===== src/logic/mem_params.svh =====
`ifndef MEM_PARAMS_SVH
`define MEM_PARAMS_SVH

// line geometry
`define LINE_WORDS    4
`define INDEX_BITS    3
`define OFFSET_BITS   4
`define TAG_BITS      25

// kseg1 style window, no cache
`define UNCACHED_SEG  3'b101

// arlen/awlen of a full line burst
`define AXI_BURST_LEN 4'd3

`endif


===== src/logic/axi_pkg.sv =====
`default_nettype none

package axi_pkg;

    // shared by AR and AW
    typedef struct packed {
        logic [31:0] addr;
        logic [3:0]  id;
        logic [3:0]  len;
        logic [2:0]  size;
        logic [1:0]  burst;
    } axi_addr_t;

    typedef struct packed {
        logic [31:0] data;
        logic [3:0]  strb;
        logic        last;
    } axi_wdata_t;

    typedef struct packed {
        logic [3:0]  id;
        logic [31:0] data;
        logic [1:0]  resp;
        logic        last;
    } axi_rdata_t;

    typedef struct packed {
        logic [3:0] id;
        logic [1:0] resp;
    } axi_bresp_t;

endpackage

`default_nettype wire


===== src/logic/cache_pkg.sv =====
`default_nettype none
`include "mem_params.svh"

package cache_pkg;

    typedef struct packed {
        logic [`TAG_BITS-1:0]    tag;
        logic [`INDEX_BITS-1:0]  index;
        logic [`OFFSET_BITS-1:0] offset;
    } line_view_t;

    typedef struct packed {
        logic [2:0]  seg;
        logic [28:0] rest;
    } seg_view_t;

    // same address word, cache view or segment view
    typedef union packed {
        line_view_t line;
        seg_view_t  segment;
    } cpu_addr_u;

    typedef struct packed {
        logic        op;    // 1 = store
        cpu_addr_u   addr;
        logic [3:0]  wstrb;
        logic [31:0] wdata;
    } cpu_req_t;

    typedef struct packed {
        logic [31:0] addr;
        logic        single;
    } line_rd_req_t;

    typedef struct packed {
        logic [31:0]  addr;
        logic [127:0] data;  // single write uses word 0
        logic [3:0]   strb;
        logic         single;
    } line_wr_req_t;

endpackage

`default_nettype wire


===== src/logic/axi_bridge.sv =====
`timescale 1ns/1ps
`default_nettype none
`include "mem_params.svh"

module axi_bridge (
    input  logic                    aclk,
    input  logic                    rst_n,
    input  logic                    rd_req,
    input  cache_pkg::line_rd_req_t rd,
    output logic                    rd_rdy,
    output logic                    ret_valid,
    output logic [127:0]            ret_data,
    input  logic                    wr_req,
    input  cache_pkg::line_wr_req_t wr,
    output logic                    wr_rdy,
    output axi_pkg::axi_addr_t      ar,
    output logic                    arvalid,
    input  logic                    arready,
    input  axi_pkg::axi_rdata_t     r,
    input  logic                    rvalid,
    output logic                    rready,
    output axi_pkg::axi_addr_t      aw,
    output logic                    awvalid,
    input  logic                    awready,
    output axi_pkg::axi_wdata_t     w,
    output logic                    wvalid,
    input  logic                    wready,
    input  axi_pkg::axi_bresp_t     b,
    input  logic                    bvalid,
    output logic                    bready
);
    import axi_pkg::*;

    localparam int BEAT_BITS = $clog2(`LINE_WORDS);

    typedef enum logic [2:0] {
        S_IDLE,
        S_AR,
        S_R,
        S_RET,
        S_AW,
        S_W,
        S_B
    } state_t;

    state_t                       state;
    axi_addr_t                    addr_q;
    logic [`LINE_WORDS-1:0][31:0] wbuf;
    logic [`LINE_WORDS-1:0][31:0] rbuf;
    logic [3:0]                   strb_q;
    logic                         single_q;
    logic [BEAT_BITS-1:0]         beat;
    logic                         last_beat;

    // writes first so a write-back goes out before its refill
    assign wr_rdy = (state == S_IDLE) && wr_req;
    assign rd_rdy = (state == S_IDLE) && rd_req && !wr_req;

    assign ar      = addr_q;
    assign aw      = addr_q;
    assign arvalid = (state == S_AR);
    assign awvalid = (state == S_AW);
    assign wvalid  = (state == S_W);
    assign rready  = (state == S_R);
    assign bready  = (state == S_B);

    assign last_beat = (beat == addr_q.len[BEAT_BITS-1:0]);
    assign w.data    = wbuf[beat];
    assign w.strb    = single_q ? strb_q : 4'hf;
    assign w.last    = last_beat;

    assign ret_valid = (state == S_RET);
    assign ret_data  = rbuf;

    always_ff @(posedge aclk) begin
        if (wr_rdy || rd_rdy) begin
            addr_q.addr  <= wr_rdy ? wr.addr : rd.addr;
            addr_q.id    <= 4'd0;
            addr_q.len   <= (wr_rdy ? wr.single : rd.single) ? 4'd0 : `AXI_BURST_LEN;
            addr_q.size  <= 3'd2;   // 4 bytes per beat
            addr_q.burst <= 2'b01;  // INCR
        end
        if (wr_rdy) begin
            wbuf     <= wr.data;
            strb_q   <= wr.strb;
            single_q <= wr.single;
        end
        if ((state == S_R) && rvalid) begin
            rbuf[beat] <= r.data;  // single read lands in word 0
        end
    end

    always_ff @(posedge aclk or negedge rst_n) begin
        if (!rst_n) begin
            state <= S_IDLE;
            beat  <= '0;
        end else begin
            case (state)
                S_IDLE: begin
                    beat <= '0;
                    if (wr_req) begin
                        state <= S_AW;
                    end else if (rd_req) begin
                        state <= S_AR;
                    end
                end
                S_AR: begin
                    if (arready) begin
                        state <= S_R;
                    end
                end
                S_R: begin
                    if (rvalid) begin
                        beat <= beat + 1'b1;
                        if (r.last) begin
                            state <= S_RET;
                        end
                    end
                end
                S_RET: state <= S_IDLE;
                S_AW: begin
                    if (awready) begin
                        state <= S_W;
                    end
                end
                S_W: begin
                    if (wready) begin
                        beat <= beat + 1'b1;
                        if (last_beat) begin
                            state <= S_B;
                        end
                    end
                end
                S_B: begin
                    if (bvalid) begin
                        state <= S_IDLE;  // hold off reads until the write lands
                    end
                end
                default: state <= S_IDLE;
            endcase
        end
    end

endmodule

`default_nettype wire


===== src/logic/dcache.sv =====
`timescale 1ns/1ps
`default_nettype none
`include "mem_params.svh"

module dcache (
    input  logic                    aclk,
    input  logic                    rst_n,
    input  logic                    valid,
    input  cache_pkg::cpu_req_t     req,
    output logic                    addr_ok,
    output logic                    data_ok,
    output logic [31:0]             rdata,
    output logic                    rd_req,
    output cache_pkg::line_rd_req_t rd,
    input  logic                    rd_rdy,
    input  logic                    ret_valid,
    input  logic [127:0]            ret_data,
    output logic                    wr_req,
    output cache_pkg::line_wr_req_t wr,
    input  logic                    wr_rdy
);
    import cache_pkg::*;

    localparam int SETS = 1 << `INDEX_BITS;

    typedef enum logic [2:0] {
        S_IDLE,
        S_LOOKUP,
        S_WB,
        S_RD_REQ,
        S_RD_WAIT,
        S_UNC_WR,
        S_UNC_DONE
    } state_t;

    state_t                       state;
    cpu_req_t                     req_q;
    logic                         uncached;
    logic [`INDEX_BITS-1:0]       idx;
    logic [`TAG_BITS-1:0]         tag;
    logic [`OFFSET_BITS-3:0]      word;
    logic                         hit;
    logic                         store_hit;
    logic                         refill;
    logic [31:0]                  merged;

    logic [`TAG_BITS-1:0]         tag_arr [SETS];
    logic [SETS-1:0]              valid_arr;
    logic [SETS-1:0]              dirty_arr;
    logic [`LINE_WORDS-1:0][31:0] data_arr [SETS];

    assign uncached  = (req_q.addr.segment.seg == `UNCACHED_SEG);
    assign idx       = req_q.addr.line.index;
    assign tag       = req_q.addr.line.tag;
    assign word      = req_q.addr.line.offset[`OFFSET_BITS-1:2];
    assign hit       = valid_arr[idx] && (tag_arr[idx] == tag);
    assign store_hit = (state == S_LOOKUP) && hit && req_q.op;
    assign refill    = (state == S_RD_WAIT) && ret_valid && !uncached;

    // byte merge of the store into the old word
    always_comb begin
        merged = data_arr[idx][word];
        for (int i = 0; i < 4; i++) begin
            if (req_q.wstrb[i]) begin
                merged[8*i +: 8] = req_q.wdata[8*i +: 8];
            end
        end
    end

    assign addr_ok = valid && (state == S_IDLE);
    assign data_ok = ((state == S_LOOKUP) && hit)
                  || ((state == S_RD_WAIT) && uncached && ret_valid)
                  || (state == S_UNC_DONE);
    assign rdata   = uncached ? ret_data[31:0] : data_arr[idx][word];

    assign rd_req    = (state == S_RD_REQ);
    assign rd.addr   = uncached ? req_q.addr : {tag, idx, {`OFFSET_BITS{1'b0}}};
    assign rd.single = uncached;

    // victim line or the single uncached word
    assign wr_req    = (state == S_WB) || (state == S_UNC_WR);
    assign wr.addr   = uncached ? req_q.addr : {tag_arr[idx], idx, {`OFFSET_BITS{1'b0}}};
    assign wr.data   = uncached ? {{(`LINE_WORDS*32-32){1'b0}}, req_q.wdata} : data_arr[idx];
    assign wr.strb   = uncached ? req_q.wstrb : 4'hf;
    assign wr.single = uncached;

    always_ff @(posedge aclk) begin
        if (addr_ok) begin
            req_q <= req;
        end
    end

    always_ff @(posedge aclk or negedge rst_n) begin
        if (!rst_n) begin
            state <= S_IDLE;
        end else begin
            case (state)
                S_IDLE: begin
                    if (valid) begin
                        if (req.addr.segment.seg != `UNCACHED_SEG) begin
                            state <= S_LOOKUP;
                        end else if (req.op) begin
                            state <= S_UNC_WR;
                        end else begin
                            state <= S_RD_REQ;
                        end
                    end
                end
                S_LOOKUP: begin
                    if (hit) begin
                        state <= S_IDLE;
                    end else if (valid_arr[idx] && dirty_arr[idx]) begin
                        state <= S_WB;  // evict first
                    end else begin
                        state <= S_RD_REQ;
                    end
                end
                S_WB: begin
                    if (wr_rdy) begin
                        state <= S_RD_REQ;
                    end
                end
                S_RD_REQ: begin
                    if (rd_rdy) begin
                        state <= S_RD_WAIT;
                    end
                end
                S_RD_WAIT: begin
                    if (ret_valid) begin
                        state <= uncached ? S_IDLE : S_LOOKUP;  // retry after refill
                    end
                end
                S_UNC_WR: begin
                    if (wr_rdy) begin
                        state <= S_UNC_DONE;
                    end
                end
                default: state <= S_IDLE;
            endcase
        end
    end

    always_ff @(posedge aclk or negedge rst_n) begin
        if (!rst_n) begin
            valid_arr <= '0;
            dirty_arr <= '0;
        end else if (store_hit) begin
            dirty_arr[idx] <= 1'b1;
        end else if (refill) begin
            valid_arr[idx] <= 1'b1;
            dirty_arr[idx] <= 1'b0;
        end
    end

    always_ff @(posedge aclk) begin
        if (store_hit) begin
            data_arr[idx][word] <= merged;
        end
        if (refill) begin
            data_arr[idx] <= ret_data;
            tag_arr[idx]  <= tag;
        end
    end

endmodule

`default_nettype wire


===== src/logic/mem_subsys_top.sv =====
`timescale 1ns/1ps
`default_nettype none

module mem_subsys_top (
    input  logic                aclk,
    input  logic                rst_n,
    input  logic                valid,
    input  cache_pkg::cpu_req_t req,
    output logic                addr_ok,
    output logic                data_ok,
    output logic [31:0]         rdata,
    output axi_pkg::axi_addr_t  ar,
    output logic                arvalid,
    input  logic                arready,
    input  axi_pkg::axi_rdata_t r,
    input  logic                rvalid,
    output logic                rready,
    output axi_pkg::axi_addr_t  aw,
    output logic                awvalid,
    input  logic                awready,
    output axi_pkg::axi_wdata_t w,
    output logic                wvalid,
    input  logic                wready,
    input  axi_pkg::axi_bresp_t b,
    input  logic                bvalid,
    output logic                bready
);
    import cache_pkg::*;

    // cache to bridge
    logic         rd_req;
    line_rd_req_t rd;
    logic         rd_rdy;
    logic         ret_valid;
    logic [127:0] ret_data;
    logic         wr_req;
    line_wr_req_t wr;
    logic         wr_rdy;

    dcache u_dcache (.*);

    axi_bridge u_bridge (.*);

endmodule

`default_nettype wire


===== config.mk =====
export PLATFORM = sky130hd
export DESIGN_NAME = mem_subsys_top
export DESIGN_NICKNAME = d
export VERILOG_FILES = /design/src/logic/axi_pkg.sv /design/src/logic/cache_pkg.sv /design/src/logic/axi_bridge.sv /design/src/logic/dcache.sv /design/src/logic/mem_subsys_top.sv
export VERILOG_INCLUDE_DIRS = /design/src /design/src/logic
export SDC_FILE = /design/constraint.sdc
export NUM_CORES = 2
export LEC_CHECK = 0
export BUFFER_PORTS_ARGS = -buffer_cell sky130_fd_sc_hd__buf_4
export CORE_UTILIZATION = 60
export DETAILED_ROUTE_END_ITERATION = 12
export GPL_TIMING_DRIVEN = 1
export PLACE_DENSITY = 0.82
export SLEW_MARGIN = 20
export SYNTH_ARGS = -nofsm -noshare
export SYNTH_HDL_FRONTEND = slang
export SYNTH_SLANG_ARGS = --single-unit

===== constraint.sdc =====
create_clock -name aclk -period 9.7 [get_ports aclk]
set_input_delay 1.455 -clock aclk [delete_from_list [all_inputs] [get_ports aclk]]
set_output_delay 1.455 -clock aclk [all_outputs]
set_load 0.05 [all_outputs]

==> reports/metrics.cfg <==
[run_status]
status = finished, final reports clean

[floorplanning]
die-width_um = 329
pin_count = 288
dieHeight_um = 329
die_area_um2 = 109000
rows = 119
coreArea_um2 = 106000
start_util_pct = 60.8

[setup_path]
critPathMaxStageDelay_ns = 0.81
start_kind = flip-flop
path_max_fanout = 151
crit_required_ns = 8.25
slowest_stage = buf_4
endpoint_kind = output port
critical_path_arrival_ns = 5.36
path_cells = buf_4 > buf_12 > mux4_2 > mux2i_1 > mux4_2 > a21oi_1 > buf_4
crit_type = reg2out

[timing]
worst_pin_slew_ns = 1.19
relSlewSlack_pct = 20.2
slew_violations = 0
hold_ws_ns = 0.473
period_needed_ns = 6.82
setup_violations = 0
fin_skew_ns = 0.0396
period_share_pct = 70.3
max_freq_mhz = 147
fin_tns_setup_ns = 0
hold_viol = 0
rsz0062_at_grt = no

[cells_and_area]
area_delta_synth_final_pct = 12.5
n_fill_cell = 6095
final_common_cell = edfxtp_1
layout.nets = 3782
drive_above_1_share_pct = 25.3
layout_common_cells = edfxtp_1, nand2_1, mux4_2

[synthesis]
syn_avg_cell_area_um2 = 19.0
ys_seq_area_share_pct = 75.1
synth_warnings = 0
syn_inst = 3389
netlist_area_um2 = 64300
ys_types = 69
synth_seq_cells = 1614
synth-edff-count = 1587
synth_flop_cell = edfxtp_1
synthArstFlopShare_pct = 1.49

[cts]
postCtsSetupRepairBufs = 0
root_buffer = clkbuf_16
clk_pin_slew_worst_paths_ns = 0.06
clock_path_buffers = 3
hold_buffers = 0
cts_tree = built
cts_max_level = 4
numCtsBuffers = 156
clk_latency_ns = 0.78
cts_num_sinks = 1614
cts_resized = 0

[global_route]
gr-total-overflow = 0
grt_max_degree = 152
grt_usage_pct = 32.3
grt_pass1_vias = 35800
grt_pass1_wl_um = 246000
antenna_found_initial = 9

[flow_run]
drv_cap = 0

[hold_path]
hold_class = reg2reg

[power_and_ir_drop]
vdd.ir_drop.worst_mv = 0.320
powerDensity_nw_per_um2 = 267
power.leakage_uw = 0.0244

[route]
ant_nets = 0
vias_per_cell = 6.92
avgRoutedWirePerCell_um = 33.6
num_vias = 35800
drtPass1Iterations = 8
routed_wl_um = 174000
drc_errors = 0
drt-initial-drc-count = 5695

[place]
dp_hpwl_um = 90000
gp_congestion = 0.829
port_buffers = 253

## per-stage QoR
stage,instances,util (%),setup WS (ns),total power [uW],area (um^2)
after detailed placement,4886,63.8,4.02,13500,67500
after floorplan,3409,-,0.958,12200,64400
after global placement,4886,63.8,4.06,13300,67500
after global routing,5165,68.3,2.90,19800,72400
final,5170,68.4,2.88,19300,72400
after CTS,5161,68.3,3.17,19200,72300
## layout make-up
type,instances,area (um^2),area share (%)
Sequential cell,1614,48300,66.8
Multi-Input combinational cell,1538,14900,20.6
Clock buffer,195,4070,5.63
Timing Repair Buffer,325,2540,3.51
Tap cell,1391,1740,2.41
Clock inverter,80,704,0.973
Inverter,21,81.3,0.112
Antenna cell,6,15.0,0.0207
## power breakdown
group | switching, uW | internal, uW | leakage, uW
Sequential | 262 | 8550 | 0.0147
Combinational | 3140 | 1550 | 0.00744
Clock | 2620 | 3180 | 0.00233
## cell families after synthesis
| logic type | share of synthesized area, % |
|---|---|
| AOI/OAI and AO/OA | 2.28 |
| other | 0.0117 |
| buffers and inverters | 2.50 |
| muxes | 15.2 |
| adders and majority gates | 0.0778 |
| and+or+nand+nor | 4.66 |
| DFF | 75.1 |
| xor gates and xnor gates | 0.136 |
## critical path, delay by kind of cell (launching register included)
family	cells	cell delay [ns]
multiplexers	3	1.07
AO/OA/AOI/OAI	1	0.63
buffers and inverters	3	1.73
flip-flops	1	0.71
## worst paths after layout
check,from,to,slack (ns),cells past startpoint
min in group asynchronous,rst_n,u_bridge.beat[0],0.60,1
hold reg to reg,u_dcache.valid_arr[7],u_dcache.valid_arr[7],0.47,1
setup reg to reg,flip-flop,u_dcache.data_arr[7][10],3.97,10
setup / recovery,flip-flop,rdata[14],2.88,7
hold / removal,u_dcache.valid_arr[7],u_dcache.valid_arr[7],0.47,1
max in group asynchronous,rst_n,u_bridge.beat[0],8.80,1
## synthesized netlist by cell type (3+ instances only)
library cell / n / area, um^2
buf_1: 12 / 45.0
a22oi_1: 10 / 75.1
and2_1: 5 / 31.3
ha_1: 4 / 50.1
o21ai_2: 15 / 131
buf_4: 72 / 541
o21ai_1: 56 / 280
dfxtp_1: 3 / 60.1
and3_1: 8 / 50.1
o21ai_0: 29 / 145
o22a_1: 6 / 52.6
mux4_1: 14 / 368
edfxtp_1: 1587 / 47700
nor2_1: 182 / 683
or3_1: 7 / 43.8
buf_6: 34 / 383
and3b_1: 3 / 26.3
nor2b_1: 10 / 62.6
mux2_2: 24 / 270
mux2i_1: 176 / 1760
dfrtp_1: 24 / 601
o31ai_1: 5 / 37.5
nand4_1: 8 / 50.1
clkbuf_1: 76 / 285
nor3_1: 8 / 40.0
nand3_1: 20 / 100
buf_8: 5 / 75.1
buf_2: 35 / 175
nand2b_1: 19 / 119
nor3b_1: 5 / 37.5
inv_1: 20 / 75.1
nand3b_1: 7 / 52.6
xor2_1: 8 / 70.1
a22o_1: 6 / 52.6
a2bb2oi_1: 4 / 35.0
a21oi_1: 71 / 355
mux4_2: 328 / 7390
a21bo_2: 6 / 60.1
o22ai_1: 9 / 56.3
nand2_1: 426 / 1600
a21o_1: 5 / 37.5
## sequential cells by signal, indices dropped and copies added (netlist names), 2 cells and up, named ones only
name / count
u_bridge.ar: 33
u_bridge.beat: 2
u_bridge.ret_data: 128
u_bridge.state: 3
u_bridge.strb_q: 4
u_bridge.wbuf: 128
u_dcache.data_arr: 1024
u_dcache.idx: 3
u_dcache.req_q: 66
u_dcache.state: 3
u_dcache.tag_arr: 200
u_dcache.valid_arr: 8
## per-layer routing
layer	track usage (%)	wire length (um)	share of wire [%]
met1	41.4	56500	32
met2	51.5	83200	48
met3	8.39	23900	14
met4	16.8	10200	5.9
met5	0	64	0.037
(Power assumes the default switching activity.)
